`src/source/issue_pkg.sv`:
```
`default_nettype none

package issue_pkg;

    localparam int NUM_THREADS = 4;
    localparam int NUM_REGS    = 32;

    typedef logic [4:0] reg_idx_t;

    typedef enum logic [1:0] {
        EX_ALU = 2'd0,
        EX_LSU = 2'd1,
        EX_CSR = 2'd2
    } ex_type_t;

    localparam logic [6:0] OPC_ALU_R  = 7'b0110011;
    localparam logic [6:0] OPC_ALU_I  = 7'b0010011;
    localparam logic [6:0] OPC_LOAD   = 7'b0000011;
    localparam logic [6:0] OPC_STORE  = 7'b0100011;
    localparam logic [6:0] OPC_SYSTEM = 7'b1110011;

    typedef struct packed {
        logic [6:0] funct7;
        reg_idx_t   rs2;
        reg_idx_t   rs1;
        logic [2:0] funct3;
        reg_idx_t   rd;
        logic [6:0] opcode;
    } r_fmt_t;

    typedef struct packed {
        logic [11:0] imm;
        reg_idx_t    rs1;
        logic [2:0]  funct3;
        reg_idx_t    rd;
        logic [6:0]  opcode;
    } i_fmt_t;

    // opcode field lines up in both views, so either one can be used to pick the format
    typedef union packed {
        r_fmt_t r;
        i_fmt_t i;
    } instr_word_u;

    typedef struct packed {
        logic [NUM_THREADS-1:0] tmask;
        logic [31:0]            pc;
        ex_type_t               ex_type;
        logic [2:0]             op_type;
        logic                   wb;
        reg_idx_t               rd;
        reg_idx_t               rs1;
        reg_idx_t               rs2;
        logic [11:0]            imm;
        logic                   use_imm;  // rs2 is not read when set
    } decoded_instr_t;

endpackage

`default_nettype wire

```
`src/source/instr_decoder.sv`:
```
`default_nettype none

module instr_decoder
    import issue_pkg::*;
#(
    parameter int NUM_WARPS = 4,
    localparam int WID_W = (NUM_WARPS > 1) ? $clog2(NUM_WARPS) : 1
) (
    input  wire logic                   fetch_valid,
    output logic                        fetch_ready,
    input  wire logic [WID_W-1:0]       fetch_wid,
    input  wire instr_word_u            fetch_word,
    input  wire logic [31:0]            fetch_pc,
    input  wire logic [NUM_THREADS-1:0] fetch_tmask,

    output logic                        dec_valid,
    input  wire logic                   enq_ready,
    output logic [WID_W-1:0]            dec_wid,
    output decoded_instr_t              dec_instr
);
    logic [6:0] opcode;

    assign opcode      = fetch_word.r.opcode;
    assign dec_valid   = fetch_valid;
    assign fetch_ready = enq_ready;  // the buffer decides acceptance
    assign dec_wid     = fetch_wid;

    always_comb begin
        dec_instr         = '0;
        dec_instr.tmask   = fetch_tmask;
        dec_instr.pc      = fetch_pc;
        dec_instr.op_type = fetch_word.r.funct3;

        case (opcode)
            OPC_ALU_R: begin
                dec_instr.ex_type = EX_ALU;
                dec_instr.wb      = 1'b1;
                dec_instr.rd      = fetch_word.r.rd;
                dec_instr.rs1     = fetch_word.r.rs1;
                dec_instr.rs2     = fetch_word.r.rs2;
            end
            OPC_ALU_I: begin
                dec_instr.ex_type = EX_ALU;
                dec_instr.wb      = 1'b1;
                dec_instr.rd      = fetch_word.i.rd;
                dec_instr.rs1     = fetch_word.i.rs1;
                dec_instr.imm     = fetch_word.i.imm;
                dec_instr.use_imm = 1'b1;
            end
            OPC_LOAD: begin
                dec_instr.ex_type = EX_LSU;
                dec_instr.wb      = 1'b1;
                dec_instr.rd      = fetch_word.i.rd;
                dec_instr.rs1     = fetch_word.i.rs1;
                dec_instr.imm     = fetch_word.i.imm;
                dec_instr.use_imm = 1'b1;
            end
            OPC_STORE: begin
                dec_instr.ex_type = EX_LSU;  // offset bits are dropped, only the registers matter here
                dec_instr.rs1     = fetch_word.r.rs1;
                dec_instr.rs2     = fetch_word.r.rs2;
            end
            OPC_SYSTEM: begin
                dec_instr.ex_type = EX_CSR;
                dec_instr.wb      = 1'b1;
                dec_instr.rd      = fetch_word.i.rd;
                dec_instr.rs1     = fetch_word.i.rs1;
                dec_instr.imm     = fetch_word.i.imm;  // csr address
                dec_instr.use_imm = 1'b1;
            end
            default: begin
                // unknown opcodes become an alu no-op that writes nothing
                dec_instr.ex_type = EX_ALU;
                dec_instr.op_type = '0;
            end
        endcase
    end

endmodule

`default_nettype wire

```
`src/source/instr_buffer.sv`:
```
`default_nettype none

module instr_buffer
    import issue_pkg::*;
#(
    parameter int NUM_WARPS   = 4,
    parameter int QUEUE_DEPTH = 3,
    localparam int WID_W = (NUM_WARPS > 1) ? $clog2(NUM_WARPS) : 1
) (
    input  wire logic             clk,
    input  wire logic             reset,

    input  wire logic             enq_valid,
    output logic                  enq_ready,
    input  wire logic [WID_W-1:0] enq_wid,
    input  wire decoded_instr_t   enq_instr,

    output logic                  deq_valid,
    input  wire logic             deq_ready,
    output logic [WID_W-1:0]      deq_wid,
    output decoded_instr_t        deq_instr
);
    localparam int PTR_W  = (QUEUE_DEPTH > 1) ? $clog2(QUEUE_DEPTH) : 1;
    localparam int CNT_W  = $clog2(QUEUE_DEPTH + 1);
    localparam int NWARPW = $clog2(NUM_WARPS + 1);

    logic                             enq_fire;
    logic                             deq_fire;
    logic [NUM_WARPS-1:0]             q_empty;
    logic [NUM_WARPS-1:0]             q_alm_empty;
    logic [NUM_WARPS-1:0]             q_full;
    logic [NUM_WARPS-1:0]             q_valid_n;
    decoded_instr_t [NUM_WARPS-1:0]   q_head_n;

    assign enq_fire  = enq_valid && enq_ready;
    assign deq_fire  = deq_valid && deq_ready;
    assign enq_ready = !q_full[enq_wid];

    // each queue holds every pending instruction of its warp, the one shown at the output included
    for (genvar i = 0; i < NUM_WARPS; i++) begin : g_queue
        decoded_instr_t   mem [QUEUE_DEPTH];
        logic [PTR_W-1:0] rd_ptr;
        logic [PTR_W-1:0] wr_ptr;
        logic [PTR_W-1:0] rd_ptr_inc;
        logic [PTR_W-1:0] wr_ptr_inc;
        logic [CNT_W-1:0] used;
        logic             empty;
        logic             alm_empty;  // one entry or none
        logic             full;
        logic             writing;
        logic             reading;
        logic             drained;

        assign writing    = enq_fire && (enq_wid == WID_W'(i));
        assign reading    = deq_fire && (deq_wid == WID_W'(i));
        assign rd_ptr_inc = (rd_ptr == PTR_W'(QUEUE_DEPTH - 1)) ? '0 : rd_ptr + 1'b1;
        assign wr_ptr_inc = (wr_ptr == PTR_W'(QUEUE_DEPTH - 1)) ? '0 : wr_ptr + 1'b1;
        assign drained    = reading ? alm_empty : empty;

        always_ff @(posedge clk) begin
            if (reset) begin
                rd_ptr    <= '0;
                wr_ptr    <= '0;
                used      <= '0;
                empty     <= 1'b1;
                alm_empty <= 1'b1;
                full      <= 1'b0;
            end else begin
                if (writing) begin
                    wr_ptr <= wr_ptr_inc;
                end
                if (reading) begin
                    rd_ptr <= rd_ptr_inc;
                end
                if (writing && !reading) begin
                    empty <= 1'b0;
                    if (used == CNT_W'(1)) begin
                        alm_empty <= 1'b0;
                    end
                    if (used == CNT_W'(QUEUE_DEPTH - 1)) begin
                        full <= 1'b1;
                    end
                end else if (reading && !writing) begin
                    full <= 1'b0;
                    if (used == CNT_W'(1)) begin
                        empty <= 1'b1;
                    end
                    if (used == CNT_W'(2)) begin
                        alm_empty <= 1'b1;
                    end
                end
                used <= used + CNT_W'(writing) - CNT_W'(reading);
            end
        end

        always_ff @(posedge clk) begin
            if (writing) begin
                mem[wr_ptr] <= enq_instr;
            end
        end

        assign q_empty[i]     = empty;
        assign q_alm_empty[i] = alm_empty;
        assign q_full[i]      = full;
        assign q_valid_n[i]   = !drained || writing;
        assign q_head_n[i]    = drained ? enq_instr : mem[reading ? rd_ptr_inc : rd_ptr];
    end

    logic [NWARPW-1:0]    num_warps;
    logic [NUM_WARPS-1:0] schedule_table;
    logic [NUM_WARPS-1:0] schedule_table_n;
    logic [NUM_WARPS-1:0] rr_cand;
    logic [WID_W-1:0]     rr_wid;
    logic                 rr_found;
    logic                 deq_valid_n;
    logic [WID_W-1:0]     deq_wid_n;
    decoded_instr_t       deq_instr_n;
    logic                 warp_added;
    logic                 warp_removed;

    // schedule table marks the warps after the last pick, wrap to the lowest when none is left
    always_comb begin
        rr_cand = q_valid_n & schedule_table;
        if (rr_cand == '0) begin
            rr_cand = q_valid_n;
        end
        rr_wid   = '0;
        rr_found = 1'b0;
        for (int w = 0; w < NUM_WARPS; w++) begin
            if (rr_cand[w] && !rr_found) begin
                rr_wid   = WID_W'(w);
                rr_found = 1'b1;
            end
        end
    end

    always_comb begin
        deq_valid_n = deq_valid;  // a head that was not taken stays put
        deq_wid_n   = deq_wid;
        deq_instr_n = deq_instr;
        if (!deq_valid || deq_fire) begin
            if ((num_warps == '0)
             || (num_warps == NWARPW'(1) && deq_fire && q_alm_empty[deq_wid])) begin
                deq_valid_n = enq_fire;
                deq_wid_n   = enq_wid;
                deq_instr_n = enq_instr;
            end else if (num_warps == NWARPW'(1)) begin
                deq_valid_n = q_valid_n[deq_wid];
                deq_instr_n = q_head_n[deq_wid];
            end else begin
                deq_valid_n = rr_found;
                deq_wid_n   = rr_wid;
                deq_instr_n = q_head_n[rr_wid];
            end
        end
        for (int w = 0; w < NUM_WARPS; w++) begin
            schedule_table_n[w] = (w > int'(deq_wid_n));
        end
    end

    assign warp_added   = enq_fire && q_empty[enq_wid];
    assign warp_removed = deq_fire && q_alm_empty[deq_wid]
                       && !(enq_fire && enq_wid == deq_wid);

    always_ff @(posedge clk) begin
        if (reset) begin
            deq_valid      <= 1'b0;
            num_warps      <= '0;
            schedule_table <= '0;
        end else begin
            deq_valid <= deq_valid_n;
            if (!deq_valid || deq_fire) begin
                schedule_table <= schedule_table_n;
            end
            if (warp_added && !warp_removed) begin
                num_warps <= num_warps + NWARPW'(1);
            end else if (warp_removed && !warp_added) begin
                num_warps <= num_warps - NWARPW'(1);
            end
        end
    end

    always_ff @(posedge clk) begin
        deq_wid   <= deq_wid_n;
        deq_instr <= deq_instr_n;
    end

endmodule

`default_nettype wire

```
`src/source/scoreboard.sv`:
```
`default_nettype none

module scoreboard
    import issue_pkg::*;
#(
    parameter int NUM_WARPS = 4,
    localparam int WID_W = (NUM_WARPS > 1) ? $clog2(NUM_WARPS) : 1
) (
    input  wire logic             clk,
    input  wire logic             reset,

    input  wire logic             issue_fire,
    input  wire logic [WID_W-1:0] issue_wid,
    input  wire reg_idx_t         issue_rd,
    input  wire logic             issue_wb,

    input  wire logic             wb_valid,
    input  wire logic [WID_W-1:0] wb_wid,
    input  wire reg_idx_t         wb_rd,

    output logic [NUM_WARPS-1:0][NUM_REGS-1:0] busy_regs
);
    logic mark;
    logic clear;

    // x0 never holds a pending write
    assign mark  = issue_fire && issue_wb && (issue_rd != '0);
    assign clear = wb_valid && (wb_rd != '0);

    always_ff @(posedge clk) begin
        if (reset) begin
            busy_regs <= '0;
        end else begin
            if (clear) begin
                busy_regs[wb_wid][wb_rd] <= 1'b0;
            end
            if (mark) begin
                busy_regs[issue_wid][issue_rd] <= 1'b1;  // placed last so a new issue beats a writeback
            end
        end
    end

endmodule

`default_nettype wire

```
`src/source/issue_select.sv`:
```
`default_nettype none

module issue_select
    import issue_pkg::*;
#(
    parameter int NUM_WARPS = 4,
    localparam int WID_W = (NUM_WARPS > 1) ? $clog2(NUM_WARPS) : 1
) (
    input  wire logic                          deq_valid,
    output logic                               deq_ready,
    input  wire logic [WID_W-1:0]              deq_wid,
    input  wire decoded_instr_t                deq_instr,

    input  wire logic [NUM_WARPS-1:0][NUM_REGS-1:0] busy_regs,

    output logic                               issue_valid,
    input  wire logic                          issue_ready,
    output logic [WID_W-1:0]                   issue_wid,
    output decoded_instr_t                     issue_instr,
    output logic                               issue_fire
);
    logic [NUM_REGS-1:0] warp_busy;
    logic                rs1_busy;
    logic                rs2_busy;
    logic                rd_busy;
    logic                hazard;

    assign warp_busy = busy_regs[deq_wid];
    assign rs1_busy  = warp_busy[deq_instr.rs1];
    assign rs2_busy  = !deq_instr.use_imm && warp_busy[deq_instr.rs2];  // register format and stores
    assign rd_busy   = deq_instr.wb && warp_busy[deq_instr.rd];
    assign hazard    = rs1_busy || rs2_busy || rd_busy;

    assign issue_valid = deq_valid && !hazard;
    assign deq_ready   = issue_ready && !hazard;
    assign issue_fire  = issue_valid && issue_ready;
    assign issue_wid   = deq_wid;
    assign issue_instr = deq_instr;

endmodule

`default_nettype wire

```
`src/source/instr_issue_unit.sv`:
```
`default_nettype none

module instr_issue_unit
    import issue_pkg::*;
#(
    parameter int NUM_WARPS   = 4,
    parameter int QUEUE_DEPTH = 3,
    localparam int WID_W = (NUM_WARPS > 1) ? $clog2(NUM_WARPS) : 1
) (
    input  wire logic                   clk,
    input  wire logic                   reset,

    input  wire logic                   fetch_valid,
    output logic                        fetch_ready,
    input  wire logic [WID_W-1:0]       fetch_wid,
    input  wire instr_word_u            fetch_word,
    input  wire logic [31:0]            fetch_pc,
    input  wire logic [NUM_THREADS-1:0] fetch_tmask,

    input  wire logic                   wb_valid,
    input  wire logic [WID_W-1:0]       wb_wid,
    input  wire reg_idx_t               wb_rd,

    output logic                        issue_valid,
    input  wire logic                   issue_ready,
    output logic [WID_W-1:0]            issue_wid,
    output decoded_instr_t              issue_instr
);
    logic                                dec_valid;
    logic                                enq_ready;
    logic [WID_W-1:0]                    dec_wid;
    decoded_instr_t                      dec_instr;
    logic                                deq_valid;
    logic                                deq_ready;
    logic [WID_W-1:0]                    deq_wid;
    decoded_instr_t                      deq_instr;
    logic [NUM_WARPS-1:0][NUM_REGS-1:0]  busy_regs;
    logic                                issue_fire;

    instr_decoder #(
        .NUM_WARPS (NUM_WARPS)
    ) u_decoder (
        .fetch_valid (fetch_valid),
        .fetch_ready (fetch_ready),
        .fetch_wid   (fetch_wid),
        .fetch_word  (fetch_word),
        .fetch_pc    (fetch_pc),
        .fetch_tmask (fetch_tmask),
        .dec_valid   (dec_valid),
        .enq_ready   (enq_ready),
        .dec_wid     (dec_wid),
        .dec_instr   (dec_instr)
    );

    instr_buffer #(
        .NUM_WARPS   (NUM_WARPS),
        .QUEUE_DEPTH (QUEUE_DEPTH)
    ) u_buffer (
        .clk       (clk),
        .reset     (reset),
        .enq_valid (dec_valid),
        .enq_ready (enq_ready),
        .enq_wid   (dec_wid),
        .enq_instr (dec_instr),
        .deq_valid (deq_valid),
        .deq_ready (deq_ready),
        .deq_wid   (deq_wid),
        .deq_instr (deq_instr)
    );

    scoreboard #(
        .NUM_WARPS (NUM_WARPS)
    ) u_scoreboard (
        .clk        (clk),
        .reset      (reset),
        .issue_fire (issue_fire),
        .issue_wid  (issue_wid),
        .issue_rd   (issue_instr.rd),
        .issue_wb   (issue_instr.wb),
        .wb_valid   (wb_valid),
        .wb_wid     (wb_wid),
        .wb_rd      (wb_rd),
        .busy_regs  (busy_regs)
    );

    issue_select #(
        .NUM_WARPS (NUM_WARPS)
    ) u_select (
        .deq_valid   (deq_valid),
        .deq_ready   (deq_ready),
        .deq_wid     (deq_wid),
        .deq_instr   (deq_instr),
        .busy_regs   (busy_regs),
        .issue_valid (issue_valid),
        .issue_ready (issue_ready),
        .issue_wid   (issue_wid),
        .issue_instr (issue_instr),
        .issue_fire  (issue_fire)
    );

endmodule

`default_nettype wire

```
`config.mk`:
```
export PLATFORM = sky130hd
export DESIGN_NAME = instr_issue_unit
export DESIGN_NICKNAME = d
export VERILOG_FILES = /design/src/source/issue_pkg.sv /design/src/source/instr_decoder.sv /design/src/source/instr_buffer.sv /design/src/source/scoreboard.sv /design/src/source/issue_select.sv /design/src/source/instr_issue_unit.sv
export SDC_FILE = /design/constraint.sdc
export NUM_CORES = 2
export LEC_CHECK = 0
export BUFFER_PORTS_ARGS = -buffer_cell sky130_fd_sc_hd__buf_2
export CAP_MARGIN = 0
export CORE_ASPECT_RATIO = 0.8
export CORE_MARGIN = 1.5
export CORE_UTILIZATION = 35
export DETAILED_ROUTE_END_ITERATION = 7
export PLACE_DENSITY = 0.6
export SLEW_MARGIN = 20
export SYNTH_ARGS = -nofsm -noshare
export SYNTH_HDL_FRONTEND = slang
export SYNTH_HIERARCHICAL = 1
export SYNTH_SLANG_ARGS = --single-unit
export TNS_END_PERCENT = 50
```
`constraint.sdc`:
```
create_clock -name clk -period 6.4 [get_ports clk]
set_input_delay 0 -clock clk [delete_from_list [all_inputs] [get_ports clk]]
set_output_delay 0 -clock clk [all_outputs]
set_load 0.005 [all_outputs]
```
==> flow_summary.html <==
<table>
<tr><th>Metric</th><th>Value</th></tr>
<tr><th colspan="2">Status</th></tr>
<tr><td>Outcome</td><td>complete, but fails checks</td></tr>
<tr><td>Violations in the final reports</td><td>DRC, hold timing</td></tr>
<tr><th colspan="2">Route</th></tr>
<tr><td>Initial drt markers</td><td>about 5400</td></tr>
<tr><td>Detailed-route via count</td><td>between 40000 and 50000</td></tr>
<tr><td>Average routed wire per standard cell</td><td>approximately 27 um</td></tr>
<tr><td>Length of the first detailed-routing pass in iterations</td><td>8</td></tr>
<tr><td>Vias per cell</td><td>a little over 6</td></tr>
<tr><td>DRT antenna net count</td><td>0</td></tr>
<tr><td>Detailed-routing wirelength on met1</td><td>80100 um</td></tr>
<tr><td>Top metal layer carrying routed signals</td><td>met5</td></tr>
<tr><td>Drc violations</td><td>1</td></tr>
<tr><td>Routed length on met3</td><td>20300 um</td></tr>
<tr><td>DRT Wirelength</td><td>between 150000 and 200000 um</td></tr>
<tr><td>WL met2</td><td>roughly 87000 um</td></tr>
<tr><th colspan="2">Worst hold path</th></tr>
<tr><td>Worst min-delay path startpoint</td><td>fetch_word[10]</td></tr>
<tr><td>Type of the worst min-delay path</td><td>primary input to flop</td></tr>
<tr><th colspan="2">Synth</th></tr>
<tr><td>Post-Synth Adder-Cell Area</td><td>less than 1%</td></tr>
<tr><td>Share of the synthesized area in compound gates (AO/OA/AOI/OAI)</td><td>16.0%</td></tr>
<tr><td>Count of cell types in the netlist</td><td>approximately 100</td></tr>
<tr><td>Simple-gate portion of the synthesized area</td><td>12.3%</td></tr>
<tr><td>Main synth FF type</td><td>sky130_fd_sc_hd__edfxtp_1</td></tr>
<tr><td>Async set or reset register ratio after synthesis</td><td>0%</td></tr>
<tr><td>Area of the mapped netlist</td><td>56500 um^2</td></tr>
<tr><td>Dominant combinational cell family by area after synthesis</td><td>compound AO/OA/AOI/OAI gates</td></tr>
<tr><td>Number of register bits inferred by synthesis</td><td>~1100</td></tr>
<tr><td>Portion of the post-synthesis area used by sequential elements</td><td>54.5%</td></tr>
<tr><td>Mapped Cells</td><td>5060</td></tr>
<tr><td>Mean post-synth cell area</td><td>11.2 um^2</td></tr>
<tr><td>Synth warnings</td><td>6</td></tr>
<tr><td>Xor/xnor cell area share of the yosys netlist</td><td>less than 1%</td></tr>
<tr><td>Count of flip-flops with a built-in enable after synthesis</td><td>910</td></tr>
<tr><td>Cell taking the most area after synthesis</td><td>sky130_fd_sc_hd__edfxtp_1</td></tr>
<tr><td>Post-synthesis net count</td><td>5159</td></tr>
<tr><td>Multiplexer share of the synthesized area</td><td>11.1%</td></tr>
<tr><td>Fraction of post-synthesis cell area in the top cell type by area</td><td>48.3%</td></tr>
<tr><td>Biggest area contributors in the synthesized netlist</td><td>sky130_fd_sc_hd__edfxtp_1 48%, sky130_fd_sc_hd__mux2i_1 6.8%, sky130_fd_sc_hd__dfxtp_1 6.1%</td></tr>
<tr><th colspan="2">Setup path</th></tr>
<tr><td>Critical-path cell list</td><td>mux4_2 &gt; and2_4 &gt; a2111oi_2 &gt; a211oi_1 &gt; o211ai_1 &gt; nor3_2 &gt; nor3b_2 &gt; buf_4 &gt; nand4b_4 &gt; inv_6 &gt; mux2i_4 &gt; o21ai_1 &gt; a311oi_1 &gt; nand2_2 &gt; nand2_1 &gt; buf_4 &gt; a21oi_1 &gt; o41ai_2</td></tr>
<tr><td>Data arrival time of the critical path</td><td>6590 ps</td></tr>
<tr><td>Crit Reg-Reg Startpoint</td><td>u_buffer/deq_wid[1]</td></tr>
<tr><td>R2R setup slack</td><td>270 ps</td></tr>
<tr><td>Element type at the critical path end</td><td>flop</td></tr>
<tr><td>Category of the critical setup timing path</td><td>flop to flop</td></tr>
<tr><td>CP required</td><td>6860 ps</td></tr>
<tr><td>Startpoint types</td><td>flop</td></tr>
<tr><td>Delay contributed by the slowest stage of the critical path</td><td>900 ps</td></tr>
<tr><td>Count of buffering cells on the critical path with inverters included</td><td>3</td></tr>
<tr><td>Largest fanout of any net on the critical path</td><td>61</td></tr>
<tr><td>Cell seen most often among critical-path stages</td><td>sky130_fd_sc_hd__buf_4</td></tr>
<tr><td>Launch point of the worst path</td><td>u_buffer/deq_wid[1]</td></tr>
<tr><td>Master of the slowest instance on the critical path</td><td>sky130_fd_sc_hd__dfxtp_4</td></tr>
<tr><td>CP top delay family</td><td>compound AO/OA/AOI/OAI gates</td></tr>
<tr><th colspan="2">GRT</th></tr>
<tr><td>Wire length of the first global-routing pass</td><td>283000 um</td></tr>
<tr><td>Residual overflow from global routing</td><td>0</td></tr>
<tr><td>Antenna violations before repair</td><td>8</td></tr>
<tr><td>GRT Resource Usage Total</td><td>23.0%</td></tr>
<tr><td>Vias in the first global route</td><td>between 40000 and 50000</td></tr>
<tr><td>Largest net degree at the start of global routing</td><td>89</td></tr>
<tr><th colspan="2">Die</th></tr>
<tr><td>Floorplan die area</td><td>164000 um^2</td></tr>
<tr><td>Core Area</td><td>160000 um^2</td></tr>
<tr><td>I/O Pins</td><td>156</td></tr>
<tr><td>Total number of placement rows</td><td>131</td></tr>
<tr><td>Die Y</td><td>362 um</td></tr>
<tr><td>Die Width</td><td>452 um</td></tr>
<tr><td>Starting utilization of the core area</td><td>35.3%</td></tr>
<tr><th colspan="2">Clock network</th></tr>
<tr><td>Maximum count of clock buffers along a single path</td><td>3</td></tr>
<tr><td>Root Buffer Master</td><td>sky130_fd_sc_hd__clkbuf_16</td></tr>
<tr><td>Clock Latency Late Sink</td><td>760 ps</td></tr>
<tr><td>Clock Pin Slew Worst Setup and Hold Paths</td><td>70 ps</td></tr>
<tr><td>Number of levels the H-tree was split into</td><td>3</td></tr>
<tr><td>Clock tree from TritonCTS</td><td>done</td></tr>
<tr><td>CTS buffer count</td><td>110</td></tr>
<tr><td>Clock sink count</td><td>1083</td></tr>
<tr><th colspan="2">Placed design</th></tr>
<tr><td>Placed inst area</td><td>59300 um^2</td></tr>
<tr><td>Port bufs</td><td>between 150 and 200</td></tr>
<tr><td>Total placed cells including tap cells</td><td>7003</td></tr>
<tr><td>GPL Wtd Cong</td><td>0.962</td></tr>
<tr><td>Post-DP HPWL</td><td>~120000 um</td></tr>
<tr><th colspan="2">Cells and area</th></tr>
<tr><td>Core Util, Final</td><td>39.8%</td></tr>
<tr><td>Area overhead of the layout relative to synthesis</td><td>12.7%</td></tr>
<tr><td>Number of inserted filler cells in the final layout</td><td>15300</td></tr>
<tr><td>Finished layout cell area</td><td>63700 um^2</td></tr>
<tr><td>Nets@finish</td><td>5169</td></tr>
<tr><td>Count of non-filler cells in the finished layout</td><td>7294</td></tr>
<tr><td>Fraction of layout cells with a size suffix above 1</td><td>14.7%</td></tr>
<tr><th colspan="2">Pwr</th></tr>
<tr><td>Power per unit of standard cell area</td><td>338 nW/um^2</td></tr>
<tr><td>Max IR drop VDD</td><td>0.455 mV</td></tr>
<tr><td>Leakage power of the design</td><td>22.4 nW</td></tr>
<tr><th colspan="2">STA</th></tr>
<tr><td>Highest clock frequency the design can meet</td><td>163 MHz</td></tr>
<tr><td>Setup repair after global routing missed its margin</td><td>false</td></tr>
<tr><td>Clock skew after layout</td><td>51.8 ps</td></tr>
<tr><td>Crit path time final</td><td>6130 ps</td></tr>
<tr><td>Worst Tran Pin Value</td><td>approximately 1100 ps</td></tr>
<tr><td>Period Utilization, post-route</td><td>95.7%</td></tr>
<tr><td>Worst hold slack</td><td>-0.903 ps</td></tr>
<tr><td>Max-Slew Margin vs Limit</td><td>between 20% and 30%</td></tr>
<tr><td>Hold violation count in the final report</td><td>2</td></tr>
<tr><td>Final setup viols</td><td>0</td></tr>
<tr><td>Final-report max-slew violation count</td><td>0</td></tr>
<tr><th colspan="2">Flow run</th></tr>
<tr><td>Count of max-cap constraint violations</td><td>0</td></tr>
</table>
-- tightest hold or removal path, delay by kind of cell --
| kind | cells | cell delay, ps |
|---|---|---|
| buf+inv | 2 | 320 |
| compound gates | 1 | 220 |
-- per-layer routing --
layer  vias up  global-route usage [%]
met2      2566                    35.5
met1     21800                    31.5
met4         2                    9.16
met5         -                       0
li1      19300                       -
met3       471                    4.72
-- registers in the layout, summed over array words and instances (netlist names) --
signal and count:
u_buffer/g_queue.mem 840, u_scoreboard/busy_regs 128, u_buffer/deq_instr 70, u_buffer/g_queue.rd_ptr 8, u_buffer/g_queue.used 8, u_buffer/g_queue.wr_ptr 8
u_buffer/g_queue.alm_empty 4, u_buffer/g_queue.empty 4, u_buffer/g_queue.full 4, u_buffer/num_warps 3, u_buffer/schedule_table 3, u_buffer/deq_wid 2
u_buffer/deq_valid 1
-- report_power, final --
part | internal [mW] | total [mW] | switching [mW]
Clock | 3.60 | 6.45 | 2.85
Combinational | 2.21 | 6.40 | 4.18
Sequential | 8.12 | 8.69 | 0.578
Total | 13.9 | 21.5 | 7.61
-- Yosys cell counts (all sizes together) (29+ instances only) --
cell	instances
nor2	217
edfxtp	910
clkbuf	226
inv	55
mux4	59
a311oi	40
a22o	41
dfxtp	173
nor3	71
a222oi	67
and2	70
buf	311
a221oi	34
mux2	88
o221ai	29
mux2i	391
a31oi	96
o21ai	317
a21oi	159
and3	57
nand3	111
nand2	815
o211ai	164
a211oi	141
o22ai	37
-- cell usage in the layout, fill, tap and decap left out, types with 29 or more instances in the layout --
master and instances:
sky130_fd_sc_hd__clkbuf_1 36, sky130_fd_sc_hd__a22o_1 41, sky130_fd_sc_hd__a222oi_1 67, sky130_fd_sc_hd__inv_1 48, sky130_fd_sc_hd__edfxtp_1 910, sky130_fd_sc_hd__nor2_1 206, sky130_fd_sc_hd__o221ai_1 29, sky130_fd_sc_hd__o21ai_0 305
sky130_fd_sc_hd__mux4_2 55, sky130_fd_sc_hd__and2_1 68, sky130_fd_sc_hd__a31oi_1 96, sky130_fd_sc_hd__dfxtp_1 167, sky130_fd_sc_hd__mux2i_1 382, sky130_fd_sc_hd__a311oi_1 40, sky130_fd_sc_hd__and3_1 57, sky130_fd_sc_hd__nand2_1 812
sky130_fd_sc_hd__buf_2 155, sky130_fd_sc_hd__buf_4 172, sky130_fd_sc_hd__a21oi_1 158, sky130_fd_sc_hd__mux2_2 73, sky130_fd_sc_hd__dlygate4sd3_1 82, sky130_fd_sc_hd__a221oi_1 34, sky130_fd_sc_hd__a211oi_1 125, sky130_fd_sc_hd__o22ai_1 37
sky130_fd_sc_hd__nand3_1 111, sky130_fd_sc_hd__o211ai_1 164, sky130_fd_sc_hd__nor3_1 62, sky130_fd_sc_hd__clkbuf_16 110
-- layout make-up --
class                      instances  area (um^2)  area share, %
clock inverter                    53          581          0.911
inverter                          55          218          0.342
multi-input combinational       3385        23100           36.2
tap                             2128         2660           4.18
sequential                      1083        30800           48.4
antenna                            4         10.0         0.0157
timing repair buffer             435         3410           5.35
clock buffer                     151         2960           4.64
-- metrics by stage --
stage | setup WS [ps] | setup TNS, ps | total power [mW]
2_1_floorplan | -159 | -11890 | 12.7
3_3_place_gp | 189 | 0 | 14.9
3_5_place_dp | 77.7 | 0 | 15.0
4_1_cts | 40.4 | 0 | 21.5
5_1_grt | 3.42 | 0 | 22.3
6_report | 273 | 0 | 21.5
-- worst paths after layout --
path	end	cells after the start
worst max-delay path	u_buffer/deq_instr[14]	18
worst min register to register	u_scoreboard/busy_regs[89]	2
worst min-delay path	u_buffer/g_queue[0].mem[1][26]	3
worst max register to register	u_buffer/deq_instr[14]	18
-- cells by family after synthesis --
group / after synthesis
AO/OA/AOI/OAI: 1307
XOR/XNOR: 12
adder cells (fa/ha/maj): 17
buffers and inverters: 592
flip-flops: 1083
multiplexers: 538
AND/OR/NAND/NOR: 1511
-- timing repair --
item	4_1_cts	5_1_grt
endpoints found under the setup margin	0	2
buffers inserted	0	1
hold buffers	81	1
endpoints found under the hold margin	858	7
resized for setup	0	1
Note: power is estimated with default switching activity, not from simulation.
